===== src/design/decodePkg.sv =====
/*
   Decode stage shared types and constants. Defines the data word, register
   index, opcode and branch-condition encodings, and the link register.
*/
package decodePkg;

   // One machine word, used for register data, PC values and instructions
   typedef logic [15:0] wordT;

   // Index into the eight-entry register file
   typedef logic [2:0] regAddrT;

   // Major opcode taken from instruction bits 15..11
   // Only the codes the decode stage acts on are named here
   typedef enum logic [4:0] {
      opJal  = 5'b00110,  // Jump and link with a PC relative target
      opJalr = 5'b00111,  // Jump and link through a register
      opBeqz = 5'b01100,  // Branch when Rs is zero
      opBnez = 5'b01101,  // Branch when Rs is not zero
      opBltz = 5'b01110,  // Branch when Rs is negative
      opBgez = 5'b01111   // Branch when Rs is zero or positive
   } opcodeT;

   // Branch condition held in the low two opcode bits (instruction bits 12..11)
   // The branch class shares bits 15..13 so these two bits pick the test
   typedef enum logic [1:0] {
      condEqz = 2'b00,  // Operand equals zero
      condNez = 2'b01,  // Operand differs from zero
      condLtz = 2'b10,  // Sign bit set
      condGez = 2'b11   // Sign bit clear
   } branchCondT;

   // Register that receives the return address of a jump-and-link
   localparam regAddrT linkReg = 3'd7;

   // Byte distance from one instruction to the next
   localparam wordT pcIncrement = 16'd2;

endpackage

===== src/design/decodeStage.sv =====
/*
   Decode stage of the 16-bit five-stage processor. Splits the instruction
   into its fields, reads the two source registers, owns the register-file
   write port and resolves whether the PC is redirected.
*/
`timescale 1ns/1ns

module decodeStage import decodePkg::*; (
   input  logic    clk,
   input  logic    reset,         // Synchronous, active high
   input  wordT    instr,         // Instruction currently in decode
   input  wordT    pcNow,         // PC of that instruction
   input  wordT    imm,           // Immediate for load-byte-immediate
   input  wordT    writeback,     // Result arriving from WB
   input  regAddrT writeRegAddr,  // WB destination register
   input  logic    lbi,           // WB instruction is a load-byte-immediate
   input  logic    link,          // WB wants the return address stored
   input  logic    jump,          // Unconditional jump in decode
   input  logic    halt,          // Halt in progress
   input  logic    writeEn,       // WB writes a register
   output wordT    reg1Data,      // First operand (Rs or the link register)
   output wordT    reg2Data,      // Second operand (Rt)
   output logic    pcSel          // Redirect the PC this cycle
);

   opcodeT  opcode;     // Major opcode field
   regAddrT rs;         // First source field
   regAddrT rt;         // Second source field
   regAddrT read1Addr;  // First read address after link override
   regAddrT wrAddr;     // Steered write address
   wordT    wrData;     // Steered write data
   logic    wrEnable;   // Steered write strobe

   // Instruction fields
   // Opcode sits in the top five bits and the source registers follow it
   assign opcode = opcodeT'(instr[15:11]);
   assign rs     = instr[10:8];
   assign rt     = instr[7:5];  // Low five bits hold immediates not used here

   // Write steering also picks the first read address
   // A JAL needs the link register on port 1 instead of Rs
   linkWriteSteer linkWriteSteer_inst (
      .clk          (clk),
      .reset        (reset),
      .opcode       (opcode),
      .rs           (rs),
      .writeRegAddr (writeRegAddr),
      .pcNow        (pcNow),
      .imm          (imm),
      .writeback    (writeback),
      .lbi          (lbi),
      .link         (link),
      .writeEn      (writeEn),
      .read1Addr    (read1Addr),
      .wrAddr       (wrAddr),
      .wrData       (wrData),
      .wrEnable     (wrEnable)
   );

   // Register storage with bypass of the pending write
   registerFile registerFile_inst (
      .clk      (clk),
      .reset    (reset),
      .rd1Addr  (read1Addr),
      .rd2Addr  (rt),
      .wrAddr   (wrAddr),
      .wrData   (wrData),
      .wrEnable (wrEnable),
      .rd1Data  (reg1Data),
      .rd2Data  (reg2Data)
   );

   // Branch decision works on the first operand as read this cycle
   // Bypassed write data is therefore already visible to the condition test
   branchResolve branchResolve_inst (
      .opcode  (opcode),
      .operand (reg1Data),
      .jump    (jump),
      .halt    (halt),
      .pcSel   (pcSel)
   );

endmodule


===== src/design/linkWriteSteer.sv =====
/*
   Jump-and-link write steering. Writes the return address into the link
   register while the jump-and-link is in decode, follows it down the pipe
   and blocks its own writeback when it reaches WB.
*/
`timescale 1ns/1ns

module linkWriteSteer import decodePkg::*; (
   input  logic    clk,
   input  logic    reset,         // Synchronous, clears the tracker
   input  opcodeT  opcode,        // Opcode of the instruction in decode
   input  regAddrT rs,            // First source field of the instruction
   input  regAddrT writeRegAddr,  // Destination of the instruction in WB
   input  wordT    pcNow,         // PC of the instruction in decode
   input  wordT    imm,           // Load-byte-immediate value
   input  wordT    writeback,     // Result from the WB stage
   input  logic    lbi,           // Store imm instead of writeback
   input  logic    link,          // Store the return address at writeRegAddr
   input  logic    writeEn,       // WB stage wants a register write
   output regAddrT read1Addr,     // Address for the first read port
   output regAddrT wrAddr,
   output wordT    wrData,
   output logic    wrEnable
);

   logic linkNow;     // Jump-and-link currently in decode
   logic exJl;        // Jump-and-link now in EX
   logic memJl;       // Jump-and-link now in MEM
   logic wbJl;        // Jump-and-link now in WB
   logic linkWrite;   // Link register owns the write port this cycle
   wordT returnAddr;
   wordT normalData;  // Data of the ordinary writeback path

   // Both jump-and-link forms store a return address
   assign linkNow = (opcode == opJal) || (opcode == opJalr);

   // JAL reads the link register as its first operand, everything else reads Rs
   assign read1Addr = (opcode == opJal) ? linkReg : rs;

   // The flag moves one stage per clock with no stall input
   // So wbJl rises exactly three cycles after linkNow
   always_ff @(posedge clk) begin
      if (reset) begin
         exJl  <= 1'b0;
         memJl <= 1'b0;
         wbJl  <= 1'b0;
      end else begin
         exJl  <= linkNow;
         memJl <= exJl;
         wbJl  <= memJl;
      end
   end

   // Return address is the instruction after the one in decode
   assign returnAddr = pcNow + pcIncrement;

   // The link write happens in decode and is repeated while the instruction is in EX
   assign linkWrite = linkNow || exJl;

   // Ordinary source is either the immediate byte or the WB result
   assign normalData = lbi ? imm : writeback;

   // Link input also selects the return address even without a local link write
   assign wrData = (link || linkWrite) ? returnAddr : normalData;

   assign wrAddr = linkWrite ? linkReg : writeRegAddr;  // Link write takes the port

   // The WB copy of a jump-and-link must not write again
   // Its register was already updated while it sat in decode
   assign wrEnable = (writeEn && !wbJl) || linkWrite;

endmodule


===== src/design/branchResolve.sv =====
/*
   Branch resolution. Classifies the opcode, tests the first operand against
   the zero/sign condition and merges the result with the jump request into
   a single PC-select strobe.
*/
`timescale 1ns/1ns

module branchResolve import decodePkg::*; (
   input  opcodeT opcode,   // Opcode of the instruction in decode
   input  wordT   operand,  // First source register value (Rs)
   input  logic   jump,     // Unconditional redirect request
   input  logic   halt,     // Processor halting, never redirect
   output logic   pcSel     // High when the PC takes a new target
);

   logic       isBranch;   // One of the four conditional branches
   logic       isZero;
   logic       isNegative;
   logic       condMet;    // The selected condition holds
   branchCondT cond;

   // Only the four named branch opcodes count as branches
   always_comb begin
      case (opcode)
         opBeqz, opBnez, opBltz, opBgez: isBranch = 1'b1;
         default:                        isBranch = 1'b0;
      endcase
   end

   // Low opcode bits pick which test applies
   assign cond = branchCondT'(opcode[1:0]);

   assign isZero     = (operand == '0);
   assign isNegative = operand[$bits(wordT)-1];  // Two's complement sign bit

   always_comb begin
      condMet = 1'b0;
      case (cond)
         condEqz: condMet = isZero;
         condNez: condMet = !isZero;
         condLtz: condMet = isNegative;
         condGez: condMet = !isNegative;  // Zero counts as non-negative
         default: condMet = 1'b0;
      endcase
   end

   // Halt overrides both the branch outcome and a jump
   assign pcSel = !halt && ((isBranch && condMet) || jump);

endmodule


===== src/design/registerFile.sv =====
/*
   Register file with eight 16-bit entries. Two combinational read ports and
   one synchronous write port, with the write data bypassed to any read of
   the register being written in the same cycle.
*/
`timescale 1ns/1ns

module registerFile import decodePkg::*; (
   input  logic    clk,
   input  logic    reset,      // Synchronous, clears every register
   input  regAddrT rd1Addr,    // First read port address
   input  regAddrT rd2Addr,    // Second read port address
   input  regAddrT wrAddr,     // Write port address
   input  wordT    wrData,     // Data stored at the next rising edge
   input  logic    wrEnable,   // Write strobe for this cycle
   output wordT    rd1Data,
   output wordT    rd2Data
);

   // One entry per value of the register index
   localparam int regCount = 1 << $bits(regAddrT);

   wordT regs [regCount];

   logic bypass1;  // Port 1 reads the register being written
   logic bypass2;  // Port 2 reads the register being written

   // Storage update
   // Reset wins over a write in the same cycle so the file comes up all zero
   always_ff @(posedge clk) begin
      if (reset) begin
         for (int i = 0; i < regCount; i++) begin
            regs[i] <= '0;
         end
      end else if (wrEnable) begin
         regs[wrAddr] <= wrData;  // Single write per cycle
      end
   end

   // A read that hits the pending write returns the new value right away
   // This lets a writeback and a dependent decode share one cycle
   assign bypass1 = wrEnable && (wrAddr == rd1Addr);
   assign bypass2 = wrEnable && (wrAddr == rd2Addr);

   // Read muxes are purely combinational
   always_comb begin
      if (bypass1) begin
         rd1Data = wrData;  // Forward the value that lands at the next edge
      end else begin
         rd1Data = regs[rd1Addr];
      end
   end

   always_comb begin
      if (bypass2) begin
         rd2Data = wrData;
      end else begin
         rd2Data = regs[rd2Addr];  // Normal stored value
      end
   end

endmodule


===== config.mk =====
export PLATFORM = sky130hd
export DESIGN_NAME = decodeStage
export DESIGN_NICKNAME = d
export VERILOG_FILES = /design/src/design/decodePkg.sv /design/src/design/decodeStage.sv /design/src/design/linkWriteSteer.sv /design/src/design/branchResolve.sv /design/src/design/registerFile.sv
export SDC_FILE = /design/constraint.sdc
export NUM_CORES = 1
export LEC_CHECK = 0
export ABC_CLOCK_PERIOD_IN_PS = 3100
export BUFFER_PORTS_ARGS = -buffer_cell sky130_fd_sc_hd__buf_2
export CAP_MARGIN = 15
export CELL_PAD_IN_SITES_DETAIL_PLACEMENT = 0
export CELL_PAD_IN_SITES_GLOBAL_PLACEMENT = 1
export CORE_MARGIN = 5
export CORE_UTILIZATION = 46
export DETAILED_ROUTE_END_ITERATION = 12
export GPL_TIMING_DRIVEN = 0
export HOLD_SLACK_MARGIN = 0.15
export PLACE_DENSITY_LB_ADDON = 0.1
export SKIP_LAST_GASP = 1
export SLEW_MARGIN = 10
export SYNTH_ARGS = -nofsm -noshare
export SYNTH_HDL_FRONTEND = slang
export SYNTH_SLANG_ARGS = --single-unit

===== constraint.sdc =====
create_clock -name clk -period 3.1 [get_ports clk]
set_clock_uncertainty 0.05 [all_clocks]
set_input_delay 0.155 -clock clk [delete_from_list [all_inputs] [get_ports clk]]
set_output_delay 0.155 -clock clk [all_outputs]
set_load 0.01 [all_outputs]

# Yosys cells after proc, flatten, opt, wreduce, memory -nomap -nowiden
# Memories as Yosys holds them, arrays and structs flattened.
# Index checks and enable logic that the tools add are counted.
[word_totals] reg_bits=3 ramBits=128 inputBits=74 elab_cells=50 n_memories=1
[classes] add_sub_neg=1 n_eq_ne=11 n_mux=16 n_reduce_logical=18
[memory_table] name="registerFile_inst.regs" words=8 width=16 read_ports=2 rd_ports_with_merged_regs=0 write_ports=8 line_no="registerFile.sv:23" text="wordT regs [regCount];"
[ops] operator="$mux 16" count=5
[ops] operator="$eq 5x4->1 const B" count=4
[ops] operator="$add 16x2->16 const B" count=1
[ops] operator="$logic_not 16->1" count=1
[ops] operator="$reduce_or 16->1" count=1
[ops] operator="$eq 5x3->1 const B" count=2
[ops] operator="$mux 3" count=3
[ops] operator="$mux 1" count=7
[ops] operator="$eq 3x3->1" count=2
[ops] operator="$logic_and 1x1->1" count=5
[ops] operator="$logic_or 1x1->1" count=5
[ops] operator="$eq 2x2->1 const B" count=2
[ops] operator="$logic_not 1->1" count=4
[ops] operator="$pmux 1 s4" count=1
[ops] operator="$reduce_or 4->1" count=1
[ops] operator="$eq 2x1->1 const B" count=1
[ops] operator="$logic_not 2->1" count=1

# Longest topological paths before layout
# Gate-level depths: netlist of run 1.
[logic_depth] depth_word=13 ltp_mapped=12 depth_no_buf=9

# Hierarchy
# From an unflattened synthesis of run 1, not the netlist that was laid out.
[unflattened] cells_unflattened=551 area_unflattened_um2=8306.7
[by_module_without_submodules] module="registerFile" instances=1 cells_each=445 area_per_inst_um2=7453.4 seq_area_each_um2=3843.7
[by_module_without_submodules] module="linkWriteSteer" instances=1 cells_each=91 area_per_inst_um2=763.2 seq_area_each_um2=60.1
[by_module_without_submodules] module="branchResolve" instances=1 cells_each=15 area_per_inst_um2=90.1 seq_area_each_um2=0.0

# Worst setup path after synthesis of run 1
# OpenSTA, ideal clock, no wires.
[synth_timing] path_kind="reg-to-output" start="register linkWriteSteer_inst.exJl" end="output pcSel" t_arrival_ns=2.079 setup_slack_ns=0.816 path_stages_with_launch=10 path_cell_list="dfxtp_1 -> or2_1 -> buf_4 -> nor3_2 -> a31oi_1 -> nor4_1 -> nand4b_1 -> or4b_1 -> a21o_1 -> nand3_2"
[synth_via] elab_chain_cells=11 word_cells_on_any_way=15 classes_between="1 x eq/ne; 4 x mux; 10 x reduce/logical"
[synth_lines] item="start: declaration" line_no="linkWriteSteer.sv:27" text="logic exJl;"
[synth_lines] item="start signal: assignment" line_no="linkWriteSteer.sv:48" text="exJl <= linkNow;"
[synth_lines] item="$logic_or 1x1->1 (*)" line_no="linkWriteSteer.sv:58" text="assign linkWrite = linkNow || exJl;"
[synth_lines] item="$mux 3" line_no="linkWriteSteer.sv:66" text="assign wrAddr = linkWrite ? linkReg : writeRegAddr;"
[synth_lines] item="$eq 3x3->1" line_no="registerFile.sv:42" text="assign bypass1 = wrEnable && (wrAddr == rd1Addr);"
[synth_lines] item="$logic_and 1x1->1" line_no="registerFile.sv:42"
[synth_lines] item="$mux 16 (*)" line_no="registerFile.sv:47" text="if (bypass1) begin"
[synth_lines] item="$logic_not 16->1" line_no="branchResolve.sv:33" text="assign isZero = (operand == '0);"
[synth_lines] item="$logic_not 1->1" line_no="branchResolve.sv:40" text="condNez: condMet = !isZero;"
[synth_lines] item="$pmux 1 s4 (*)" line_no="branchResolve.sv:38" text="case (cond)"
[synth_lines] item="$logic_and 1x1->1 (*)" line_no="branchResolve.sv:48" text="assign pcSel = !halt && ((isBranch && condMet) || jump);"
[synth_lines] item="$logic_or 1x1->1 (*)" line_no="branchResolve.sv:48"
[synth_lines] item="$logic_and 1x1->1 (*)" line_no="branchResolve.sv:48"
[synth_lines] item="end: declaration" line_no="decodeStage.sv:23" text="output logic pcSel"
# Every way passes the cells marked *; elsewhere a longest branch is shown, timed or not.

# Worst setup path after layout of run 1
# Same ends and word-level chain as after synthesis.

==> out/results.ini, run 1 <==
[run]
cap_viol_max_count = 0

[finish]
antenna_cells = 0
syn_to_final_growth_pct = 16.90
final_area_sq_um = 10010
drive_gt1_frac = 0.2751
fillers = 1597
finish.net_count = 962

[placement]
dpl_worst_slack_ps = -392.7
placedInstanceArea_sq_um = 9326
dp_hpwl_microns = 21430
numPortBuffers = 96
globalplace.congestion = 0.8917

[worst_setup_path]
arrival_ps = 2840
cp_max_fo = 8
path_common_cell = buf_6
end_kind = primary output
crit_type = reg -> out
rr_worst_depth = 4
rr_startpoint = linkWriteSteer_inst.exJl
path_cells = or2_1 > buf_6 > nor3_2 > a31oi_1 > nor4_1 > nand4b_1 > or4b_4 > a21o_1 > nand3_2 > buf_6
worstReg2RegEnd = registerFile_inst.regs[5][10]
cp.required_ps = 2890
start_kind = flop
startpoint = linkWriteSteer_inst.exJl
crit_path_end = pcSel
reg2reg_slack_ps = 270
crit_path_max_incr_delay_ps = 570
cp_slowest_cell = or4b_4

[logic_synthesis]
synth.area.top_cells = edfxtp_1 45%, mux4_2 11%, mux2i_1 8.4%, nor2_1 6.6%, mux2_2 2.9%
syn_avg_cell_area_sq_um = 11.12
yosysWarningCount = 0
synth-edff-count = 128
syn_area_sq_um = 8559
synth_top_family_by_area = multiplexers
post-synth-top-count-cell = nor2_1
async_flop_share = 0
synth_top_area_cell = edfxtp_1
syn_inst = 770
synth-simple-area-share = 0.1677
synth_compound_area_frac = 0.1042
synth_seq_cells = 131
synth_flop_cell = edfxtp_1
synthAdderAreaFrac = 0.001462
yosysTopAreaCellShare = 0.4491
synthDistinctLibCells = 74
muxShareOfSynthArea = 0.2184
synth_common_cells = 151 x nor2_1, 128 x edfxtp_1, 72 x mux2i_1
synth_xor_area_frac = 0.01023
syn_nets = 845
synth-seq-area-share = 0.4561

[floorplanning]
die_h_microns = 146.4
io_pins = 107
die_w_microns = 146.4
die_area_sq_um = 21440
row_count = 49
initial_utilization = 0.4717
core_area_sq_um = 18150

[grt]
use_met1 = 0.3465
first_global_vias = 7171
grt_pass1_wl_microns = 42590
top_usage_layer = met2
grt_max_degree = 17
grtUsageTotal = 0.2607
grt_use_met2 = 0.4156
use_met3 = 0.06105
antenna_found_initial = 0
grt.overflow.total = 0

[cts]
cts_tree = done
htree_levels = 4
cts.reportedPaths.clkPinSlew_ps = 60
insertion_delay_ps = 410
clock-sinks = 131
cts_made_buffers = 17
postCtsHoldBufs = 0
root_buffer = clkbuf_16
clockBufferDepth = 2

[status]
outcome = complete, no violations

[detailed_routing]
num_vias = 7147
drc_errors = 0
routed_wl_microns = 28410
drtAntennaViolNets = 0
wl_per_cell_microns = 25.20
viasPerCell = 6.342
dr.first_iter.drc_count = 816
drtPass1Iterations = 5

[timing]
setup-violations-final = 0
fin_crit_ps = 3046
slew_violations = 0
fmax_mhz = 328.3
finalHoldViolCount = 0
finalWorstSetupSlack_ps = 53.63
tightest_slew_ps = 1081
fin_crit_sh = 0.9827
max-slew-margin-rel = 0.2793
rsz0062_at_grt = yes

[hold_path]
whs_path_depth = 3
hp-class = in -> reg

[power_and_ir_drop]
leakagePower_uw = 0.003989
vdd_ir_drop_max_mv = 0.4100
power.density_nw_per_um2 = 494.7

cells by family (layout without fill, tap and decap cells):
family / after synthesis / after routing
flops: 131 / 131
mux: 134 / 134
xor+xnor: 10 / 10
fa+ha+maj: 1 / 1
simple gates: 289 / 290
compound gates: 129 / 129
buf+inv: 76 / 203
cell type report:
class | instances | area (sq um) | area share
plain buffers | 69 | 367.9 | 0.03676
clock buffers | 22 | 444.2 | 0.04439
clock inverters | 8 | 87.58 | 0.008753
inverters | 6 | 22.52 | 0.002251
multi-input cells | 564 | 4388 | 0.4385
flip-flops and latches | 131 | 3908 | 0.3905
well taps | 229 | 286.5 | 0.02864
repair buffers | 98 | 501.7 | 0.05014
stage by stage:
stage          hold WS [ps]    util  instances  setup TNS [ps]  power (uW)
2_1_floorplan         363.8       -        770               0        2707
3_3_place_gp          381.2  0.5139       1095          -356.3        3062
3_5_place_dp          395.7  0.5139       1095          -392.7        3077
4_1_cts               260.5  0.5453       1125          -15.98        4916
5_1_grt               296.0  0.5514       1127          -42.82        5111
6_report              299.9  0.5514       1127               0        4950
per-layer routing:
layer	routed length [microns]	share of wire	up-vias
met5	0	0	-
met4	1039	0.037	0
met3	3238	0.11	83
met2	13000	0.46	482
met1	11130	0.39	3438
li1	-	-	3144
worst max-delay path, delay by kind of cell (launching register included):
family	cells	cell delay, ps
and+or+nand+nor	6	1550
buffers and inverters	2	250
DFF	1	360
AOI/OAI and AO/OA	2	270
timing repair:
item	4_1_cts	5_1_grt
endpoints found under the setup margin	5	11
gates cloned	0	1
resized for setup	12	21
setup buffers	0	2
pin swaps	1	7
state kept, by name, summed over array words and instances (netlist names):
signal / flops
linkWriteSteer_inst.exJl: 1
linkWriteSteer_inst.memJl: 1
linkWriteSteer_inst.wbJl: 1
registerFile_inst.regs: 128
how the worst min path moves through the flow:
stage	end	startpoint	slack [ps]
floorplan	linkWriteSteer_inst.wbJl	linkWriteSteer_inst.memJl	360
global placement	linkWriteSteer_inst.wbJl	linkWriteSteer_inst.memJl	380
detailed placement	linkWriteSteer_inst.wbJl	linkWriteSteer_inst.memJl	400
CTS	linkWriteSteer_inst.wbJl	reset	260
global route	linkWriteSteer_inst.exJl	reset	300
finish	linkWriteSteer_inst.exJl	reset	300
power breakdown:
part	switching, uW	total (uW)	internal [uW]
Sequential	62.5	2110	2050
Clock	693	1850	1160
Combinational	596	982	386
Total	1350	4950	3600
cells in the final DEF (no fill, tap or decap), types with 9 or more instances in the layout:
| cell | instances |
|---|---|
| a21oi_1 | 17 |
| a31oi_1 | 9 |
| buf_2 | 108 |
| clkbuf_1 | 40 |
| clkbuf_16 | 17 |
| edfxtp_1 | 128 |
| mux2_2 | 22 |
| mux2i_1 | 71 |
| mux4_2 | 40 |
| nand2_1 | 36 |
| nand2b_1 | 18 |
| nand3_1 | 9 |
| nand3b_1 | 9 |
| nor2_1 | 151 |
| nor4_1 | 9 |
| o21ai_0 | 29 |
(Power assumes the default switching activity.)
==> run 2, diff against run 1 <==
--- a/config.mk
+++ b/config.mk
@@ -5,17 +5,16 @@
 export SDC_FILE = /design/constraint.sdc
 export NUM_CORES = 1
 export LEC_CHECK = 0
-export ABC_CLOCK_PERIOD_IN_PS = 3100
+export ABC_CLOCK_PERIOD_IN_PS = 3500
 export BUFFER_PORTS_ARGS = -buffer_cell sky130_fd_sc_hd__buf_2
 export CAP_MARGIN = 15
-export CELL_PAD_IN_SITES_DETAIL_PLACEMENT = 0
-export CELL_PAD_IN_SITES_GLOBAL_PLACEMENT = 1
 export CORE_MARGIN = 5
 export CORE_UTILIZATION = 46
 export DETAILED_ROUTE_END_ITERATION = 12
 export GPL_TIMING_DRIVEN = 0
 export HOLD_SLACK_MARGIN = 0.15
-export PLACE_DENSITY_LB_ADDON = 0.1
+export PLACE_DENSITY = 0.66
+export SKIP_CTS_REPAIR_TIMING = 1
 export SKIP_LAST_GASP = 1
 export SLEW_MARGIN = 10
 export SYNTH_ARGS = -nofsm -noshare
==> constraint.sdc (replaced) <==
create_clock -name clk -period 3.5 [get_ports clk]
set_clock_uncertainty 0.05 [all_clocks]
set_input_delay 0.175 -clock clk [delete_from_list [all_inputs] [get_ports clk]]
set_output_delay 0.175 -clock clk [all_outputs]
set_load 0.01 [all_outputs]
==> run 2 against run 1 <==
  * Flip-flop and latch count did not move
  * Sequential power fell by 11%
  * Largest cell class unchanged
  * Worst hold slack got worse by 64 ps
  * Utilization fell by 0.17 points
  * Cell area fell by 0.30%
  * Global-route usage rose by 0.28 points
  * Wire length fell by 0.81%
  * First-iteration DRC count fell by 13%
  * Count of clock-buffer cells in the layout fell by 5
  * Highest routed layer unchanged
  * Non-clock buffer count fell by 2
==> out/results.ini, run 2 (same netlist as run 1, synthesis figures left out) <==
[timing]
fmax_mhz = 301.6
whs_ps = 235.8
finalWorstSetupSlack_ps = 183.9
rsz0062_at_grt = no
fin_crit_sh = 0.9474
slew_violations = 0
setup-violations-final = 0
fin_crit_ps = 3316
tightest_slew_ps = 1069
fin_setup_tns_ps = 0
max-slew-margin-rel = 0.2872
finalHoldViolCount = 0

[cts]
cts.reportedPaths.clkPinSlew_ps = 60
cts_made_buffers = 17
insertion_delay_ps = 430
htree_levels = 4
cts_tree = done
clockBufferDepth = 2
clock-sinks = 131
root_buffer = clkbuf_16

[detailed_routing]
dr.first_iter.drc_count = 714
viasPerCell = 6.305
wl_per_cell_microns = 25.02
drc_errors = 0
num_vias = 7099
drtPass1Iterations = 5
routed_wl_microns = 28180
drtAntennaViolNets = 0

[worst_setup_path]
cp.required_ps = 3270
start_kind = primary input
cp_max_fo = 10
arrival_ps = 3090
end_kind = primary output
crit_type = in -> out

[power_and_ir_drop]
vdd_ir_drop_max_mv = 0.4324
p_total_uw = 4694
power.density_nw_per_um2 = 470.5
leakagePower_uw = 0.003990

[floorplanning]
die_area_sq_um = 21440
io_pins = 107
die_h_microns = 146.4
row_count = 49
die_w_microns = 146.4
core_area_sq_um = 18150
initial_utilization = 0.4717

[placement]
globalplace.congestion = 0.9393
dpl_worst_slack_ps = 174.8
dp_hpwl_microns = 20560
dp.cells = 1095
numPortBuffers = 96

[finish]
final_cell_mix = 151 x nor2_1, 128 x edfxtp_1, 115 x buf_2
fillers = 1608
drive_gt1_frac = 0.2642
antenna_cells = 0
top_register = registerFile_inst.regs
syn_to_final_growth_pct = 16.55
fin_cells = 1126
finish.net_count = 959
final_common_cell = nor2_1
largest_reg_flops = 128

[grt]
antenna_found_initial = 0
grt_max_degree = 17
grt_pass1_wl_microns = 42370
first_global_vias = 7068
grt.overflow.total = 0
grtUsageTotal = 0.2635

[hold_path]
hp-class = in -> reg

[status]
outcome = complete, no violations

[run]
cap_viol_max_count = 0

==> run 2: changes by cell type in the layout (fill, tap and decap cells not counted), moves of 3 or more <==
cell	before	now
a221oi_2	5	1
clkbuf_4	6	0
inv_6	0	4
a221oi_1	1	6
buf_2	108	115
clkbuf_1	40	36
clkinv_2	4	1
bufinv_16	2	5
o21ai_0	29	32
clkinv_4	0	3
==> run 2: cell type report <==
| class | instances | area [sq um] | area share |
|---|---|---|---|
| Sequential cell | 131 | 3904 | 0.3913 |
| Clock inverter | 15 | 227.7 | 0.02283 |
| Clock buffer | 17 | 425.4 | 0.04264 |
| Multi-Input combinational cell | 563 | 4297 | 0.4307 |
| Buffer | 69 | 332.8 | 0.03336 |
| Inverter | 6 | 22.52 | 0.002258 |
| Timing Repair Buffer | 96 | 480.5 | 0.04816 |
| Tap cell | 229 | 286.5 | 0.02872 |
==> run 2: worst paths after layout <==
kind	slack (ps)	start	end	cells after the start
worst max-delay path	180	instr[8]	pcSel	12
worst min-delay path	240	reset	linkWriteSteer_inst.exJl	3
worst max register to register	450	linkWriteSteer_inst.exJl	registerFile_inst.regs[5][13]	5
worst min register to register	420	linkWriteSteer_inst.memJl	linkWriteSteer_inst.wbJl	1
==> run 2: worst max-delay path, cell delays in order <==
cell	delay (ps)
buf_2	90
buf_2	260
buf_6	220
buf_2	340
mux2i_1	260
a21oi_1	100
o32ai_1	680
nor4b_2	330
nand4_1	220
a21o_1	220
nand3_2	60
buf_2	130
==> run 2: routing by layer <==
layer,up-vias,share of wire,GRT usage
met2,375,0.47,0.4182
met3,53,0.090,0.07158
met4,0,0.028,0.09219
met1,3519,0.41,0.3510
li1,3152,-,-
met5,-,0,0
==> run 2: stage by stage <==
stage,cell area [sq um],utilization
finish,9976,0.5497
global route,9976,0.5497
CTS,9980,0.5499
detailed placement,9326,0.5139
global placement,9326,0.5139
floorplan,8559,-
==> run 2: power breakdown <==
part           total (uW)  internal, uW  leakage [uW]  switching [uW]
logic                 845           326       0.00237             520
registers            1870          1820       0.00130            52.1
clock network        1980          1270      0.000316             710
==> run 3, diff against run 2 <==
--- a/config.mk
+++ b/config.mk
@@ -14,6 +14,7 @@
 export GPL_TIMING_DRIVEN = 0
 export HOLD_SLACK_MARGIN = 0.15
 export PLACE_DENSITY = 0.66
+export SETUP_SLACK_MARGIN = 0.4
 export SKIP_CTS_REPAIR_TIMING = 1
 export SKIP_LAST_GASP = 1
 export SLEW_MARGIN = 10
==> run 3 against run 2 <==
  * First-iteration DRC count increased by 2.7%
  * Final cell count increased by 0.71%
  * Wire length increased by 1.4%
  * Via count increased by 1.9%
  * Non-clock buffer count increased by 7
  * Setup slack improved by 230 ps
  * Register-to-register slack improved by 50 ps
  * Power increased by 0.62%
  * Maximum frequency increased by 7.6%
  * Utilization increased by 1.0 points
  * Sequential power about the same
  * Combinational power increased by 4.1%
==> out/results.ini, run 3 (same netlist as run 1, synthesis figures left out) <==
[floorplanning]
row_count = 49
die_area_sq_um = 21440
die_w_microns = 146.4
initial_utilization = 0.4717
core_area_sq_um = 18150
die_h_microns = 146.4
io_pins = 107

[detailed_routing]
num_vias = 7234
drtAntennaViolNets = 0
viasPerCell = 6.379
wl_per_cell_microns = 25.19
drc_errors = 0
drtPass1Iterations = 5
routed_wl_microns = 28570
dr.first_iter.drc_count = 733

[placement]
numPortBuffers = 96
dpl_worst_slack_ps = 174.8
dp_hpwl_microns = 20560
globalplace.congestion = 0.9393

[timing]
setup-violations-final = 0
fin_setup_tns_ps = 0
tightest_slew_ps = 1104
whs_ps = 231.8
rsz0062_at_grt = yes
finalHoldViolCount = 0
fin_crit_sh = 0.8807
fin_crit_ps = 3082
finalWorstSetupSlack_ps = 417.6
slew_violations = 0
fmax_mhz = 324.4
max-slew-margin-rel = 0.2640

[finish]
drive_gt1_frac = 0.2895
final_cell_mix = 150 x nor2_1, 128 x edfxtp_1, 111 x buf_2
largest_reg_flops = 128
finish.net_count = 967
multi_input_area_sq_um = 4395
antenna_cells = 0
syn_to_final_growth_pct = 18.72
final_common_cell = nor2_1
seq_area_sq_um = 3908
fillers = 1589
top_register = registerFile_inst.regs

[grt]
grt_use_met2 = 0.4182
grt_pass1_wl_microns = 42370
antenna_found_initial = 0
use_met1 = 0.3510
grt.overflow.total = 0
grtUsageTotal = 0.2635
top_usage_layer = met2
use_met3 = 0.07158
grt_max_degree = 17
first_global_vias = 7068

[worst_setup_path]
crit_family = simple AND/OR/NAND/NOR gates
path_common_cell = buf_2
crit_buf_inv = 3
crit_path_max_incr_delay_ps = 400
start_kind = flop
path_cells = nor2_1 > a32oi_1 > nor3b_1 > a31oi_1 > or2_1 > buf_2 > clkbuf_4 > mux2i_1 > buf_2
crit_type = reg -> out
end_kind = primary output
arrival_ps = 2860
cp.required_ps = 3270
cp_max_fo = 10
cp_slowest_cell = nor2_1

[power_and_ir_drop]
p_total_uw = 4723
leakagePower_uw = 0.004063
vdd_ir_drop_max_mv = 0.4319
power.density_nw_per_um2 = 464.7

[status]
outcome = complete, no violations

[cts]
cts_made_buffers = 17
cts_tree = done
htree_levels = 4
root_buffer = clkbuf_16
clock-sinks = 131
insertion_delay_ps = 430
clockBufferDepth = 2
cts.reportedPaths.clkPinSlew_ps = 50

[hold_path]
hp-class = in -> reg

[run]
cap_viol_max_count = 0

-- run 3: cell count changes in the layout (fill, tap and decap cells not counted), sizes merged --
cell / previous run / this run
clkbuf: 53 / 58
buf: 129 / 131
nor2: 152 / 153
-- run 3: per-layer routing --
metal  vias to the layer above  wire, microns
met5                         -              0
met4                         0            841
met3                        63           2612
met2                       394          13400
met1                      3592          11720
li1                       3185              -
-- run 3: final cells by class --
class,count,share of cell area
clock buffers,17,0.04186
well taps,229,0.02820
clock inverters,15,0.02241
inverters,6,0.002216
multi-input cells,564,0.4325
flip-flops and latches,131,0.3845
repair buffers,102,0.05208
plain buffers,70,0.03620
-- run 3: metrics by stage --
step,cells,utilization,cell area [sq um]
floorplan,770,-,8559
global placement,1095,0.5139,9326
detailed placement,1095,0.5139,9326
CTS,1127,0.5499,9980
global route,1134,0.5600,10160
finish,1134,0.5600,10160
-- run 3: where the power goes --
part           total [uW]  internal [uW]  switching [uW]
Clock                1970           1270             705
Sequential           1870           1820            52.5
Combinational         880            345             534
-- run 3: worst register-to-register path, cell delays in order, from the launching register on --
cell and delay [ps]:
dfxtp_1 310, or3b_1 390, nor2_1 260, nand4b_1 630, nand2b_1 960
-- run 3: path summary, 6_finish.rpt --
path                                   from                            end  slack, ps  depth (start not counted)
hold / removal                        reset       linkWriteSteer_inst.exJl        230                          3
setup reg to reg   linkWriteSteer_inst.wbJl  registerFile_inst.regs[5][13]        500                          4
hold reg to reg   linkWriteSteer_inst.memJl       linkWriteSteer_inst.wbJl        420                          1
setup / recovery   linkWriteSteer_inst.exJl                    reg2Data[8]        420                          9
